### src/rtl/knight_pkg.sv
package knight_pkg;

  ////////////////////
  // Field types.
  ////////////////////
  typedef logic [7:0] move_t;    // One-hot knight move, bit 0 is N2/E1.
  typedef logic [7:0] heading_t; // Heading code as sent to the executor.
  typedef logic [3:0] opcode_t;  // Command opcode.
  typedef logic [3:0] sq_cnt_t;  // Squares to travel on one leg.
  typedef logic [7:0] resp_t;    // Response byte back to the host.
  typedef logic [2:0] coord_t;   // Board coordinate, 0 to 4.

  // One command word, opcode in the top nibble.
  typedef struct packed {
    opcode_t  opcode;
    heading_t heading;
    sq_cnt_t  squares;
  } cmd_t;

  ////////////////////
  // Headings.
  ////////////////////
  localparam heading_t HDG_NORTH = 8'h00;
  localparam heading_t HDG_WEST  = 8'h3F;
  localparam heading_t HDG_SOUTH = 8'h7F;
  localparam heading_t HDG_EAST  = 8'hBF;

  ////////////////////
  // Opcodes.
  ////////////////////
  localparam opcode_t OP_HOME    = 4'h2; // Put the knight back on the centre square.
  localparam opcode_t OP_MOVE    = 4'h4; // Plain move.
  localparam opcode_t OP_MOVE_FF = 4'h5; // Move, then fanfare.

  // Responses.
  localparam resp_t RESP_BUSY = 8'h5A; // Command done, tour still going or none run.
  localparam resp_t RESP_DONE = 8'hA5; // Tour finished.

  // Board limits on a 5x5 board.
  localparam coord_t BOARD_MAX  = 3'd4;
  localparam coord_t HOME_COORD = 3'd2;

endpackage

### src/rtl/move_store.sv
`timescale 1ns/1ps

module move_store #(
  parameter  int NUM_MOVES = 24,
  localparam int IDX_W     = $clog2(NUM_MOVES)
) (
  input  logic              clk,
  input  logic              rst_n,
  input  logic              wr_en,   // Host write strobe.
  input  logic [IDX_W-1:0]  wr_addr, // Move slot to write.
  input  knight_pkg::move_t wr_data, // One-hot move to store.
  input  logic [IDX_W-1:0]  mv_indx, // Read index from the sequencer.
  output knight_pkg::move_t move     // Move at mv_indx, no read latency.
);

  import knight_pkg::*;

  ////////////////////
  // Storage.
  ////////////////////
  move_t mem [NUM_MOVES]; // One entry per tour move.
  logic  wr_ok;           // Write lands inside the array.

  assign wr_ok = wr_en && (int'(wr_addr) < NUM_MOVES);

  // Empty slots read as N2/E1 so the sequencer always sees a legal move.
  always_ff @(posedge clk, negedge rst_n) begin
    if (!rst_n) begin
      for (int i = 0; i < NUM_MOVES; i++) begin
        mem[i] <= move_t'(8'h01);
      end
    end else if (wr_ok) begin
      mem[wr_addr] <= wr_data; // Host load.
    end
  end

  ////////////////////
  // Read port.
  ////////////////////
  // Combinational read. Sequencer indexes stay below NUM_MOVES.
  assign move = mem[mv_indx];

endmodule

### src/rtl/host_cmd_reg.sv
`timescale 1ns/1ps

module host_cmd_reg (
  input  logic             clk,
  input  logic             rst_n,
  input  knight_pkg::cmd_t host_cmd,     // Parallel command from the host.
  input  logic             host_cmd_vld, // One-cycle strobe with host_cmd.
  input  logic             clr_cmd_rdy,  // Executor has taken the command.
  output knight_pkg::cmd_t cmd_uart,     // Held command.
  output logic             cmd_rdy_uart  // High while a command is pending.
);

  ////////////////////
  // Capture.
  ////////////////////
  logic accept; // Strobe seen with nothing pending.

  // Only one command is held, a strobe while pending is lost.
  assign accept = host_cmd_vld && !cmd_rdy_uart;

  // Ready level.
  always_ff @(posedge clk, negedge rst_n) begin
    if (!rst_n) begin
      cmd_rdy_uart <= 1'b0;
    end else if (clr_cmd_rdy) begin
      cmd_rdy_uart <= 1'b0; // Taken by the executor.
    end else if (accept) begin
      cmd_rdy_uart <= 1'b1; // Up the cycle after the strobe.
    end
  end

  // Command word, stable while pending and on through execution.
  always_ff @(posedge clk) begin
    if (accept) begin
      cmd_uart <= host_cmd;
    end
  end

endmodule

### src/rtl/tour_cmd.sv
`timescale 1ns/1ps

module tour_cmd #(
  parameter  int NUM_MOVES = 24,
  localparam int IDX_W     = $clog2(NUM_MOVES)
) (
  input  logic              clk,
  input  logic              rst_n,
  input  logic              start_tour,   // Pulse, replay the stored tour.
  input  knight_pkg::move_t move,         // One-hot move at mv_indx.
  output logic [IDX_W-1:0]  mv_indx,      // Index of the move being played.
  input  knight_pkg::cmd_t  cmd_uart,     // Host command.
  input  logic              cmd_rdy_uart, // Host command pending.
  output knight_pkg::cmd_t  cmd,          // Command to the executor.
  output logic              cmd_rdy,      // Ready level to the executor.
  input  logic              clr_cmd_rdy,  // Executor took the command.
  output logic              clr_cmd_uart, // Clear routed back to the host register.
  input  logic              send_resp,    // Executor finished the command.
  output knight_pkg::resp_t resp          // Response byte.
);

  import knight_pkg::*;

  typedef enum logic [2:0] {IDLE, VERT, HOLDV, HORZ, HOLDH} state_t;

  state_t   state;        // Current state.
  state_t   nxt_state;    // Next state.
  logic     cmd_control;  // Tour owns the command path.
  logic     clr_index;    // Restart at move 0.
  logic     inc_index;    // Step to the next move.
  logic     tour_done;    // On the last move.
  logic     cmd_rdy_tour; // Tour command waiting for the executor.
  logic     horz_leg;     // Second leg of the L.
  logic     move_ok;      // Stored move is one-hot.
  logic     vert_north;   // Vertical leg heads north.
  logic     vert_two;     // Vertical leg is two squares.
  logic     horz_east;    // Horizontal leg heads east.
  heading_t leg_hdg;      // Heading of the current leg.
  sq_cnt_t  leg_sq;       // Squares on the current leg.
  cmd_t     cmd_tour;     // Command built from the move.

  ////////////////////
  // Move index.
  ////////////////////
  always_ff @(posedge clk, negedge rst_n) begin
    if (!rst_n) begin
      mv_indx <= '0;
    end else if (clr_index) begin
      mv_indx <= '0;              // New tour.
    end else if (inc_index) begin
      mv_indx <= mv_indx + 1'b1;  // Next move.
    end
  end

  assign tour_done = (mv_indx == IDX_W'(NUM_MOVES - 1)); // Stays set after the tour.

  ////////////////////
  // Move decode.
  ////////////////////
  // Vertical leg first, then the horizontal leg with fanfare.
  assign move_ok    = $onehot(move);
  assign vert_north = move[0] | move[1] | move[2] | move[7]; // N2/E1 N2/W1 N1/W2 N1/E2.
  assign vert_two   = move[0] | move[1] | move[4] | move[5]; // Two squares up or down.
  assign horz_east  = move[0] | move[5] | move[6] | move[7]; // Ends to the east.
  assign horz_leg   = (state == HORZ) || (state == HOLDH);

  always_comb begin
    if (horz_leg) begin
      leg_hdg = horz_east ? HDG_EAST : HDG_WEST;
      leg_sq  = vert_two ? 4'd1 : 4'd2; // Short side when the long side was vertical.
    end else begin
      leg_hdg = vert_north ? HDG_NORTH : HDG_SOUTH;
      leg_sq  = vert_two ? 4'd2 : 4'd1;
    end
    if (!move_ok) begin
      leg_sq = 4'd0; // Corrupt entry, stand still.
    end
  end

  assign cmd_tour = '{opcode:  horz_leg ? OP_MOVE_FF : OP_MOVE,
                      heading: leg_hdg,
                      squares: leg_sq};

  ////////////////////
  // Command path.
  ////////////////////
  assign cmd_control  = (state != IDLE);
  assign cmd          = cmd_control ? cmd_tour : cmd_uart;
  assign cmd_rdy      = cmd_control ? cmd_rdy_tour : cmd_rdy_uart;
  assign clr_cmd_uart = clr_cmd_rdy & ~cmd_control; // A queued host command survives the tour.
  assign resp         = (tour_done && !cmd_control) ? RESP_DONE : RESP_BUSY;

  ////////////////////
  // Replay FSM.
  ////////////////////
  always_ff @(posedge clk, negedge rst_n) begin
    if (!rst_n) begin
      state <= IDLE;
    end else begin
      state <= nxt_state;
    end
  end

  always_comb begin
    nxt_state    = state;
    clr_index    = 1'b0;
    inc_index    = 1'b0;
    cmd_rdy_tour = 1'b0;
    case (state)
      VERT: begin
        cmd_rdy_tour = 1'b1;            // Offer the vertical leg.
        if (clr_cmd_rdy) nxt_state = HOLDV;
      end
      HOLDV: begin
        if (send_resp) nxt_state = HORZ; // Vertical leg done.
      end
      HORZ: begin
        cmd_rdy_tour = 1'b1;            // Offer the horizontal leg.
        if (clr_cmd_rdy) nxt_state = HOLDH;
      end
      HOLDH: begin
        if (send_resp) begin
          if (tour_done) begin
            nxt_state = IDLE;           // Hand the path back to the host.
          end else begin
            inc_index = 1'b1;
            nxt_state = VERT;
          end
        end
      end
      default: begin                    // IDLE, host owns the path.
        if (start_tour) begin
          clr_index = 1'b1;
          nxt_state = VERT;
        end
      end
    endcase
  end

endmodule

### src/rtl/move_exec.sv
`timescale 1ns/1ps

module move_exec #(
  parameter  int STEP_CYCLES = 4,
  localparam int TMR_W       = $clog2(STEP_CYCLES + 1)
) (
  input  logic               clk,
  input  logic               rst_n,
  input  knight_pkg::cmd_t   cmd,         // Command to run.
  input  logic               cmd_rdy,     // Command waiting.
  output logic               clr_cmd_rdy, // Pulse, command taken.
  output logic               send_resp,   // Pulse, command finished.
  output logic               fanfare,     // Pulse at the end of a fanfare move.
  output knight_pkg::coord_t pos_x,       // Column, east is up.
  output knight_pkg::coord_t pos_y        // Row, north is up.
);

  import knight_pkg::*;

  typedef enum logic [1:0] {IDLE, STEP, RESP} state_t;

  state_t           state;     // Current state.
  opcode_t          op_q;      // Opcode of the running command.
  heading_t         hdg_q;     // Heading of the running command.
  sq_cnt_t          sq_left;   // Squares still to travel.
  logic [TMR_W-1:0] tmr;       // Cycles spent on this square.
  logic             take;      // Capture the offered command.
  logic             is_move;   // Offered command travels.
  logic             step_now;  // One square done this cycle.
  logic             last_step; // Final square done this cycle.
  logic             dir_n;
  logic             dir_s;
  logic             dir_e;
  logic             dir_w;

  ////////////////////
  // Handshake.
  ////////////////////
  assign take        = (state == IDLE) && cmd_rdy;
  assign clr_cmd_rdy = take;                                  // Same cycle as cmd_rdy.
  assign is_move     = (cmd.opcode == OP_MOVE) || (cmd.opcode == OP_MOVE_FF);
  assign send_resp   = (state == RESP);
  assign fanfare     = send_resp && (op_q == OP_MOVE_FF);

  // Step timing.
  assign step_now  = (state == STEP) && (tmr == TMR_W'(STEP_CYCLES - 1));
  assign last_step = step_now && (sq_left == 4'd1);

  // Heading decode, anything unknown does not move.
  assign dir_n = (hdg_q == HDG_NORTH);
  assign dir_s = (hdg_q == HDG_SOUTH);
  assign dir_e = (hdg_q == HDG_EAST);
  assign dir_w = (hdg_q == HDG_WEST);

  ////////////////////
  // Control.
  ////////////////////
  always_ff @(posedge clk, negedge rst_n) begin
    if (!rst_n) begin
      state   <= IDLE;
      sq_left <= '0;
      tmr     <= '0;
    end else begin
      case (state)
        IDLE: begin
          if (take) begin
            sq_left <= cmd.squares;
            tmr     <= '0;
            state   <= (is_move && cmd.squares != 4'd0) ? STEP : RESP; // Nothing to time.
          end
        end
        STEP: begin
          if (step_now) begin
            tmr     <= '0;
            sq_left <= sq_left - 1'b1;
          end else begin
            tmr <= tmr + 1'b1;
          end
          if (last_step) state <= RESP; // Respond on the next cycle.
        end
        default: state <= IDLE;         // RESP lasts one cycle.
      endcase
    end
  end

  // Command fields, held until the next capture.
  always_ff @(posedge clk) begin
    if (take) begin
      op_q  <= cmd.opcode;
      hdg_q <= cmd.heading;
    end
  end

  ////////////////////
  // Board position.
  ////////////////////
  always_ff @(posedge clk, negedge rst_n) begin
    if (!rst_n) begin
      pos_x <= HOME_COORD; // Start on the centre square.
      pos_y <= HOME_COORD;
    end else if (take && cmd.opcode == OP_HOME) begin
      pos_x <= HOME_COORD;
      pos_y <= HOME_COORD;
    end else if (step_now) begin
      if (dir_n && pos_y != BOARD_MAX) pos_y <= pos_y + 1'b1; // Stop at the edge.
      if (dir_s && pos_y != '0)        pos_y <= pos_y - 1'b1;
      if (dir_e && pos_x != BOARD_MAX) pos_x <= pos_x + 1'b1;
      if (dir_w && pos_x != '0)        pos_x <= pos_x - 1'b1;
    end
  end

endmodule

### src/rtl/knight_top.sv
`timescale 1ns/1ps

module knight_top #(
  parameter  int NUM_MOVES   = 24,
  parameter  int STEP_CYCLES = 4,
  localparam int IDX_W       = $clog2(NUM_MOVES)
) (
  input  logic               clk,
  input  logic               rst_n,
  input  knight_pkg::cmd_t   host_cmd,     // Host command word.
  input  logic               host_cmd_vld, // Pulse with host_cmd.
  input  logic               mv_wr_en,     // Tour load strobe.
  input  logic [IDX_W-1:0]   mv_wr_addr,
  input  knight_pkg::move_t  mv_wr_data,
  input  logic               start_tour,   // Pulse, replay the tour.
  output knight_pkg::resp_t  resp,         // Valid with resp_vld.
  output logic               resp_vld,     // Pulse per finished command.
  output knight_pkg::coord_t pos_x,
  output knight_pkg::coord_t pos_y,
  output logic               fanfare       // Pulse after each full L.
);

  import knight_pkg::*;

  cmd_t             cmd_uart;     // Held host command.
  logic             cmd_rdy_uart; // Host command pending.
  logic             clr_cmd_uart; // Clear for the host register.
  cmd_t             cmd;          // Muxed command to the executor.
  logic             cmd_rdy;      // Muxed ready level.
  logic             clr_cmd_rdy;  // Executor took the command.
  logic [IDX_W-1:0] mv_indx;      // Tour read index.
  move_t            move;         // Move at mv_indx.

  move_store #(.NUM_MOVES(NUM_MOVES)) u_store (
    .clk(clk), .rst_n(rst_n),
    .wr_en(mv_wr_en), .wr_addr(mv_wr_addr), .wr_data(mv_wr_data),
    .mv_indx(mv_indx), .move(move)
  );

  host_cmd_reg u_host (
    .clk(clk), .rst_n(rst_n),
    .host_cmd(host_cmd), .host_cmd_vld(host_cmd_vld),
    .clr_cmd_rdy(clr_cmd_uart), .cmd_uart(cmd_uart), .cmd_rdy_uart(cmd_rdy_uart)
  );

  tour_cmd #(.NUM_MOVES(NUM_MOVES)) u_tour (
    .clk(clk), .rst_n(rst_n), .start_tour(start_tour),
    .move(move), .mv_indx(mv_indx),
    .cmd_uart(cmd_uart), .cmd_rdy_uart(cmd_rdy_uart),
    .cmd(cmd), .cmd_rdy(cmd_rdy), .clr_cmd_rdy(clr_cmd_rdy),
    .clr_cmd_uart(clr_cmd_uart), .send_resp(resp_vld), .resp(resp)
  );

  move_exec #(.STEP_CYCLES(STEP_CYCLES)) u_exec (
    .clk(clk), .rst_n(rst_n),
    .cmd(cmd), .cmd_rdy(cmd_rdy), .clr_cmd_rdy(clr_cmd_rdy),
    .send_resp(resp_vld), .fanfare(fanfare),
    .pos_x(pos_x), .pos_y(pos_y)
  );

endmodule

### config.mk
export PLATFORM = sky130hd
export DESIGN_NAME = knight_top
export DESIGN_NICKNAME = d
export VERILOG_FILES = /design/src/rtl/knight_pkg.sv /design/src/rtl/move_store.sv /design/src/rtl/host_cmd_reg.sv /design/src/rtl/tour_cmd.sv /design/src/rtl/move_exec.sv /design/src/rtl/knight_top.sv
export SDC_FILE = /design/constraint.sdc
export NUM_CORES = 1
export LEC_CHECK = 0
export BUFFER_PORTS_ARGS = -buffer_cell sky130_fd_sc_hd__buf_2
export CORE_MARGIN = 2
export CORE_UTILIZATION = 48
export CTS_BUF_LIST = sky130_fd_sc_hd__clkbuf_16
export DETAILED_ROUTE_END_ITERATION = 10
export HOLD_SLACK_MARGIN = 0.02
export PLACE_DENSITY = 0.71
export SETUP_SLACK_MARGIN = 0.02
export SLEW_MARGIN = 20
export SYNTH_ARGS = -nofsm -noshare
export SYNTH_HDL_FRONTEND = slang
export SYNTH_SLANG_ARGS = --single-unit
### constraint.sdc
create_clock -name clk -period 5.7 [get_ports clk]
set_input_delay 0.57 -clock clk [delete_from_list [all_inputs] [get_ports clk]]
set_output_delay 0.57 -clock clk [all_outputs]
set_load 0.1 [all_outputs]
==> metrics.md, run 1 <==
| Metric | Value |
|---|---|
| Largest net degree at the start of global routing | `132` |
| Clock sink total | `244` |
| Synth Area in Simple Gates | `6.817%` |
| N_diodes | `0` |
| Synthesized Nets | `905` |
| Crit path launch type | `register` |
| Post-route minimum period | `5130 ps` |
| Site row count | `57` |
| Endpoints failing setup | `0` |
| CP max FO | `29` |
| EDFF count, synth | `28` |
| FF+latch count, synth | `244` |
| Initial cell density of the core | `48.35%` |
| Htree depth | `1` |
| Share of the yosys chip area belonging to registers | `53.87%` |
| Crit Path Category | `reg2reg` |
| Clock skew | `20.23 ps` |
| Vias | `6987` |
| Synth Area in Adders | `2.211%` |
| Clock-pin slew on the worst setup and hold paths | `60 ps` |
| CTS tree | `yes` |
| Final Net Count | `940` |
| Chip height | `159.8 um` |
| Fin crit share | `89.99%` |
| Setup TNS | `0 ps` |
| Drt wl/cell | `20.03 um` |
| Overflow after GRT | `0` |
| Post-Syn Area per Cell | `13.65 um^2` |
| Setup Buffers After CTS | `0` |
| Routability cong. | `0.8683` |
| Final wirelength | `24690 um` |
| DP Wirelength | `16200 um` |
| Reg2reg setup slack | `570 ps` |
| Die X-Extent | `159.8 um` |
| DRT iter0 DRCs | `491` |
| Placed Cells | `1185` |
| Fin. Hold Viols | `0` |
| Share of cells above drive strength 1 | `39.93%` |
| CP Capture Type | `register` |
| Post-Synthesis Cell Area | `11650 um^2` |
| Commonest non-fill, non-tap cell in the layout | `mux2_2` |
| Worst r2r src | `u_tour.mv_indx[1]` |
| VDD IR max | `215.1 uV` |
| Mux contribution to synthesized area | `28.82%` |
| Main combinational cell family by area after synthesis | `multiplexers` |
| Drc violations | `0` |
| Critical R2R Capture | `u_exec.sq_left[0]` |
| Status | `finished, final reports clean` |
| Fmax | `0.1949 GHz` |
| Most frequent cells in the layout | `mux2_2 (196), dfrtp_1 (188), nand2_1 (50)` |
| Fraction of registers with async set/reset | `88.52%` |
| R2r worst-path depth | `15` |
| Worst EP arrival | `5570 ps` |
| PostCTS Resize Cnt | `0` |
| PD cells | `347.4 nW/um^2` |
| Synth Area in XOR/XNOR | `0.7515%` |
| Max-capacitance violation count | `0` |
| Worst hold path class | `in2async` |
| Core Region | `24110 um^2` |
| RSZ-0062 raised after global routing | `false` |
| Top FF cell, synth | `dfrtp_1` |
| Relative slew margins | `32.01%` |
| Slew @ Worst Pin | `1018 ps` |
| Cell count after synthesis | `854` |
| Fin cells | `1233` |
| Clk_lat worst skew | `530 ps` |
| YS warnings | `0` |
| Post-DR vias/cell | `5.667` |
| Post-CTS Hold Buffers | `0` |
| Slew Viols, Final | `0` |
| Distinct cells, synth | `55` |
| DIE AREA | `25540 um^2` |
| Synthesis-to-layout area growth | `12.38%` |
| Final antenna-violating net count | `0` |
| Leak | `5.872 nW` |
| Total CTS buffers | `26` |
| Initial antenna violation count | `0` |
| Vias in the first global route | `7267` |
| I/O pin cnt | `50` |
| CTS max path bufs | `3` |
| IO buf count | `49` |
| GR Util All Layers | `19.88%` |
| # fillers | `2078` |
| Drt first pass iters | `4` |
| Root buffer cell | `clkbuf_16` |
| Global-route wire length before repair | `40350 um` |
| WP data required | `6140 ps` |
| Complex-gate fraction of the synthesized area | `4.530%` |
[Yosys cell counts (all sizes together), types with 6 or more instances]
cell type	n	area, um^2
a21o	7	52.55
a21oi	21	105.1
a22oi	9	67.56
and3	6	37.54
buf	22	127.6
clkbuf	32	120.1
dfrtp	190	4755
dfstp	26	683.2
edfxtp	28	840.8
fa	6	120.1
ha	11	137.6
inv	27	101.4
mux2	196	2207
mux2i	27	270.3
mux4	39	882.1
nand2	50	187.7
nand2b	7	43.79
nand3	17	85.08
nor2	31	116.4
nor2b	15	93.84
nor3	7	35.03
o21ai	16	80.08
xnor2	6	52.55
[registers in the layout, indices dropped and copies added (netlist names), 3 cells and up]
signal	count
u_store.mem	192
u_exec.pos_x	3
u_tour.mv_indx	5
u_exec.tmr	3
u_tour.state	3
u_exec.pos_y	3
u_host.cmd_uart	16
u_exec.hdg_q	8
u_exec.op_q	4
u_exec.sq_left	4
[metal layers]
layer / wire (um) / up-vias / global-route usage [%]
met1: 11120 / 3619 / 28.72
met5: 0 / - / 0
met2: 11930 / 157 / 32.11
li1: - / 3185 / -
met3: 1268 / 26 / 3.221
met4: 368 / 0 / 4.300
[through the flow]
stage / area, um^2 / total power, mW / hold slack, ps / worst slack (ps) / util (%)
final: 13100 / 4.551 / 106.2 / 570.3 / 54.33
after global routing: 13100 / 4.757 / 145.7 / 239.5 / 54.33
after detailed placement: 12200 / 2.825 / 487.2 / 549.3 / 50.62
after floorplan: 11650 / 2.623 / 274.4 / 589.3 / -
after global placement: 12200 / 2.799 / 481.4 / 688.6 / 50.62
after CTS: 13100 / 4.588 / 131.6 / 538.4 / 54.33
[worst max-delay path, stage by stage (launching register included)]
cell,delay (ps)
dfrtp_2,840
mux4_1,650
mux2_2,320
nand2_1,90
o211ai_2,120
ha_1,230
fa_1,500
inv_1,60
fa_1,530
inv_1,40
ha_1,200
fa_1,440
nor4b_1,260
nand2_1,130
or3_1,400
a221oi_2,230
[power by group]
group / internal, mW / switching, mW / total, mW
sequential: 2.02 / 0.129 / 2.15
combinational: 0.368 / 0.272 / 0.640
clock: 1.08 / 0.678 / 1.76
total: 3.47 / 1.08 / 4.55
[worst max path at each step]
stage / cells after the start / endpoint / slack (ps) / from
global placement: 15 / u_exec.sq_left[0] / 690 / u_tour.mv_indx[1]
CTS: 15 / u_exec.sq_left[0] / 540 / u_tour.mv_indx[1]
floorplan: 19 / u_exec.sq_left[0] / 590 / u_tour.mv_indx[1]
global route: 15 / u_exec.sq_left[0] / 240 / u_tour.mv_indx[1]
finish: 15 / u_exec.sq_left[0] / 570 / u_tour.mv_indx[1]
detailed placement: 15 / u_exec.sq_left[0] / 550 / u_tour.mv_indx[1]
[cells by family after synthesis]
group                    after synthesis
adder cells (fa/ha/maj)               17
flip-flops                           244
AO/OA/AOI/OAI                         80
multiplexers                         262
XOR/XNOR                              10
buffers and inverters                 81
AND/OR/NAND/NOR                      160
[layout make-up]
class / count / area, um^2 / share of cell area, %
flip-flops and latches: 244 / 6281 / 47.96
multi-input cells: 529 / 5032 / 38.42
clock buffers: 27 / 675.6 / 5.159
well taps: 324 / 405.4 / 3.095
repair buffers: 61 / 381.6 / 2.914
clock inverters: 21 / 220.2 / 1.681
inverters: 27 / 101.3 / 0.7738
Note: power is estimated with default switching activity, not from simulation.
==> run 2: changes to the inputs <==
CORE_UTILIZATION = 30   (was 48)
PLACE_DENSITY = 0.51   (was 0.71)
==> run 2 against run 1 <==
Power decreased by 1.8%. Combinational power increased by 1%. First-iteration DRC count unchanged. Sequential share of layout area decreased by 0.72 points. Cell area increased by 1.5%. Highest routed layer unchanged. Clock-buffer cell count increased by 1. Maximum frequency decreased by 2.3%. Register-to-register slack got worse by 120 ps.
==> metrics.md, run 2 (synthesis results as in run 1) <==
| Metric | Value |
|---|---|
| Status | `finished, final reports clean` |
| DP Wirelength | `18570 um` |
| Site row count | `72` |
| Top flop regs | `u_store.mem (192), u_host.cmd_uart (16), u_exec.hdg_q (8)` |
| Synthesis-to-layout area growth | `14.10%` |
| Setup Buffers After CTS | `0` |
| Sw power | `1.142 mW` |
| Layout Utilization | `34.57%` |
| Commonest non-fill, non-tap cell in the layout | `mux2_2` |
| Chip height | `201.1 um` |
| Post-route minimum period | `5251 ps` |
| Drt first pass iters | `5` |
| Combinational share of power | `14.5%` |
| Drt wl/cell | `19.65 um` |
| Slew @ Worst Pin | `1030 ps` |
| Share of cells above drive strength 1 | `40.09%` |
| Overflow after GRT | `0` |
| N_diodes | `0` |
| Clock share of power | `37.1%` |
| Root buffer cell | `clkbuf_16` |
| Setup TNS | `0 ps` |
| VDD IR max | `198.8 uV` |
| Leak | `5.880 nW` |
| Clock sink total | `244` |
| Met1 global-route usage | `20.56%` |
| Final Net Count | `942` |
| Final wirelength | `28120 um` |
| PostCTS Resize Cnt | `0` |
| Reg2reg setup slack | `450 ps` |
| Relative slew margins | `31.22%` |
| Htree depth | `1` |
| IO buf count | `49` |
| Global-route wire length before repair | `44750 um` |
| I/O pin cnt | `50` |
| Routability cong. | `0.7533` |
| Total CTS buffers | `28` |
| Drc violations | `0` |
| Die X-Extent | `201.1 um` |
| Fmax | `0.1905 GHz` |
| WP data required | `6160 ps` |
| Post-DR vias/cell | `4.955` |
| Clock skew | `35.22 ps` |
| Fin crit share | `92.12%` |
| Most frequent cells in the layout | `mux2_2 (196), dfrtp_1 (188), nand2_1 (50)` |
| Initial antenna violation count | `0` |
| Max-capacitance violation count | `0` |
| CP startpoint | `u_tour.mv_indx[0]` |
| Slew Viols, Final | `0` |
| Vias | `7091` |
| CTS tree | `yes` |
| Sequential Power Share | `48.4%` |
| PD cells | `336.1 nW/um^2` |
| Core Region | `38470 um^2` |
| Vias in the first global route | `7277` |
| Critical R2R Capture | `u_exec.sq_left[0]` |
| Crit Path Category | `reg2reg` |
| Endpoints failing setup | `0` |
| Worst EP arrival | `5710 ps` |
| GRT met2 Usage | `22.03%` |
| Clk_lat worst skew | `570 ps` |
| Grt met3 use | `2.397%` |
| CTS max path bufs | `3` |
| Initial cell density of the core | `30.30%` |
| Gr busiest metal | `met2` |
| R2r worst-path depth | `15` |
| Post-CTS Hold Buffers | `0` |
| Final antenna-violating net count | `0` |
| CP Capture Type | `register` |
| Worst hold path class | `in2async` |
| Crit path launch type | `register` |
| Worst r2r src | `u_tour.mv_indx[0]` |
| DRT iter0 DRCs | `491` |
| CP max FO | `19` |
| DIE AREA | `40440 um^2` |
| Clock-pin slew on the worst setup and hold paths | `60 ps` |
| Internal | `3.327 mW` |
| RSZ-0062 raised after global routing | `false` |
| Max reg flops | `192` |
| Sw Ratio | `25.56%` |
| Fin. Hold Viols | `0` |
| Largest net degree at the start of global routing | `99` |
| Biggest register | `u_store.mem` |
| GR Util All Layers | `14.13%` |
## run 2: cell count changes in the layout (fill, tap and decap cells not counted), moves of 3 or more
cell,change
bufinv_16,-4
clkinv_2,+3
inv_2,+3
inv_1,+4
clkinv_1,-3
## run 2: area by class of cell
class / instances / area (um^2)
clock buffer: 28 / 700.7
clock inverter: 24 / 138.9
fill: 3747 / 25170
inverter: 27 / 101.3
multi-input combinational: 529 / 5032
sequential: 244 / 6281
tap: 518 / 648.1
timing repair buffer: 61 / 395.4
## run 2: worst max-delay path by stage
stage | to | slack (ps)
floorplan | u_exec.sq_left[0] | 590
global placement | u_exec.sq_left[0] | 570
detailed placement | u_exec.sq_left[0] | 440
CTS | u_exec.sq_left[0] | 410
global route | u_exec.sq_left[0] | 190
finish | u_exec.sq_left[0] | 450
## run 2: stage by stage
step | power, mW | area (um^2) | hold slack, ps | setup slack, ps | instances
finish | 4.469 | 13300 | 34.51 | 449.4 | 1431
global route | 4.685 | 13300 | 98.60 | 192.6 | 1431
CTS | 4.536 | 13300 | 78.67 | 406.9 | 1431
detailed placement | 2.848 | 12460 | 489.4 | 441.5 | 1379
global placement | 2.840 | 12460 | 483.5 | 570.9 | 1379
floorplan | 2.623 | 11650 | 274.4 | 589.3 | 854
## run 2: routing by layer
layer | up-vias | wire length, um
li1 | 3179 | -
met1 | 3730 | 13540
met2 | 144 | 12850
met3 | 38 | 1186
met4 | 0 | 531
met5 | - | 0
## run 2: power by group through the flow
stage,sequential [mW],combinational [mW],clock [mW]
global placement,2.20,0.640,0
detailed placement,2.19,0.655,0
CTS,2.16,0.659,1.71
finish,2.16,0.647,1.66
floorplan,2.13,0.495,0
global route,2.19,0.713,1.78
## run 2: critical path, stage by stage (launching register included)
cell      delay, ps
dfrtp_2         810
mux4_2          600
mux4_2          470
nand2_1          80
o21ai_0         110
ha_1            240
fa_1            490
inv_1            60
fa_1            520
inv_1            40
ha_1            190
fa_1            420
nor4b_1         280
nand2_1         150
or3_1           420
a221oi_2        240
==> run 3: changes to the inputs <==
==> constraint.sdc (replaced) <==
create_clock -name clk -period 5.7 [get_ports clk]
set_input_delay 0.285 -clock clk [delete_from_list [all_inputs] [get_ports clk]]
set_output_delay 0.285 -clock clk [all_outputs]
set_load 0.1 [all_outputs]
==> run 3 against run 2 <==
Wire length rose by 0.35%. Register-to-register slack barely moved. Critical path depth unchanged. Clock skew up 0.97 ps. Cell count increased by 1.3%. Highest routed layer unchanged. Sequential cell count unchanged. Critical endpoint unchanged. First-iteration DRC count rose by 1.2%.
==> metrics.md, run 3 (synthesis results as in run 1) <==
| Metric | Value |
|---|---|
| Relative slew margins | `31.48%` |
| Clk_lat worst skew | `570 ps` |
| GR Util All Layers | `14.24%` |
| Top flop regs | `u_store.mem (192), u_host.cmd_uart (16), u_exec.hdg_q (8)` |
| Most frequent cells in the layout | `mux2_2 (196), dfrtp_1 (188), nand2_1 (50)` |
| Drc violations | `0` |
| CP max FO | `19` |
| VDD IR max | `199.5 uV` |
| Clock-pin slew on the worst setup and hold paths | `60 ps` |
| Fin crit share | `92.24%` |
| Initial antenna violation count | `0` |
| RSZ-0062 raised after global routing | `false` |
| Commonest non-fill, non-tap cell in the layout | `mux2_2` |
| Global-route wire length before repair | `45150 um` |
| Status | `finished, final reports clean` |
| Routability cong. | `0.7533` |
| Initial cell density of the core | `30.30%` |
| Total Power | `4.479 mW` |
| Drt wl/cell | `19.47 um` |
| Chip height | `201.1 um` |
| Vias in the first global route | `7390` |
| Top cell by count, worst path | `fa_1` |
| Post-route minimum period | `5258 ps` |
| Clock sink total | `244` |
| Crit path launch type | `register` |
| Final antenna-violating net count | `0` |
| CTS tree | `yes` |
| Slew Viols, Final | `0` |
| Cell chain of the critical path | `mux4_2, mux4_2, nand2_1, o21ai_0, ha_1, fa_1, inv_1, fa_1, inv_1, ha_1, fa_1, nor4b_1, nand2_1, or3_1, a221oi_2` |
| Worst EP arrival | `5710 ps` |
| Vias | `7145` |
| Leak | `5.955 nW` |
| CP Capture Type | `register` |
| Htree depth | `1` |
| Setup Buffers After CTS | `0` |
| Drt first pass iters | `5` |
| Post-CTS Hold Buffers | `18` |
| CTS max path bufs | `3` |
| Synthesis-to-layout area growth | `15.64%` |
| WP data required | `6160 ps` |
| Fmax | `0.1902 GHz` |
| N_diodes | `0` |
| Biggest register | `u_store.mem` |
| Slowest CP cell | `dfrtp_2` |
| Slew @ Worst Pin | `1026 ps` |
| Final Net Count | `960` |
| Share of cells above drive strength 1 | `39.31%` |
| Root buffer cell | `clkbuf_16` |
| Worst hold path class | `in2reg` |
| Crit Path Category | `reg2reg` |
| Max reg flops | `192` |
| DRT iter0 DRCs | `497` |
| Largest net degree at the start of global routing | `99` |
| Endpoints failing setup | `0` |
| Die X-Extent | `201.1 um` |
| I/O pin cnt | `50` |
| Clock skew | `36.19 ps` |
| Fin. Hold Viols | `0` |
| PD cells | `332.3 nW/um^2` |
| IO buf count | `49` |
| Final wirelength | `28210 um` |
| Setup TNS | `0 ps` |
| Max-capacitance violation count | `0` |
| Core Region | `38470 um^2` |
| Site row count | `72` |
| DP Wirelength | `18570 um` |
| Overflow after GRT | `0` |
| Post-DR vias/cell | `4.931` |
| Total CTS buffers | `28` |
| CP peak stage delay | `810 ps` |
| PostCTS Resize Cnt | `0` |
| DIE AREA | `40440 um^2` |
[run 3: cell types whose count changed in the layout (fill, tap and decap cells not counted), sizes merged]
cell / previous run / this run
dlygate4sd3: 0 / 18
[run 3: critical path, delay by kind of cell (launching register included)]
kind / cells / cell delay, ps
adders and majority gates: 5 / 1870
muxes: 2 / 1070
and+or+nand+nor: 4 / 930
DFF: 1 / 810
AOI/OAI and AO/OA: 2 / 350
buffers and inverters: 2 / 100
[run 3: metal layers]
| layer | wire length (um) | part of all wire, % | vias up | global-route usage, % |
|---|---|---|---|---|
| met2 | 13000 | 46 | 127 | 22.33 |
| met1 | 13740 | 49 | 3759 | 20.69 |
| met5 | 0 | 0 | - | 0 |
| li1 | - | - | 3221 | - |
| met3 | 950 | 3.4 | 38 | 2.349 |
| met4 | 518 | 1.8 | 0 | 3.228 |
[run 3: cell type report]
class                      count  area, um^2
fill                        3726       24990
sequential                   244        6281
multi-input combinational    529        5032
clock buffer                  28       700.7
tap                          518       648.1
timing repair buffer          79       575.6
clock inverter                24       138.9
inverter                      27       101.3
[run 3: worst paths after layout]
kind / startpoint / to / slack, ps / cells after the start
max: u_tour.mv_indx[0] / u_exec.sq_left[0] / 440 / 15
min: start_tour / u_tour.state[2] / 190 / 3
max reg2reg: u_tour.mv_indx[0] / u_exec.sq_left[0] / 440 / 15
min reg2reg: u_store.mem[146] / u_store.mem[146] / 500 / 1
max in group asynchronous: rst_n / u_store.mem[147] / 3980 / 3
min in group asynchronous: rst_n / u_store.mem[106] / 350 / 2
[run 3: report_power, final]
part           switching [mW]  internal [mW]
clock                   0.724          0.933
combinational           0.281          0.377
sequential              0.139           2.03
[run 3: stage by stage]
step | util, % | instances | setup WS, ps | area [um^2] | hold slack [ps]
2_1_floorplan | - | 854 | 589.3 | 11650 | -10.59
3_3_place_gp | 32.39 | 1379 | 570.9 | 12460 | 397.1
3_5_place_dp | 32.39 | 1379 | 441.5 | 12460 | 385.5
4_1_cts | 35.04 | 1449 | 406.9 | 13480 | 150.5
5_1_grt | 35.04 | 1449 | 192.6 | 13480 | 206.3
6_report | 35.04 | 1449 | 442.4 | 13480 | 187.4
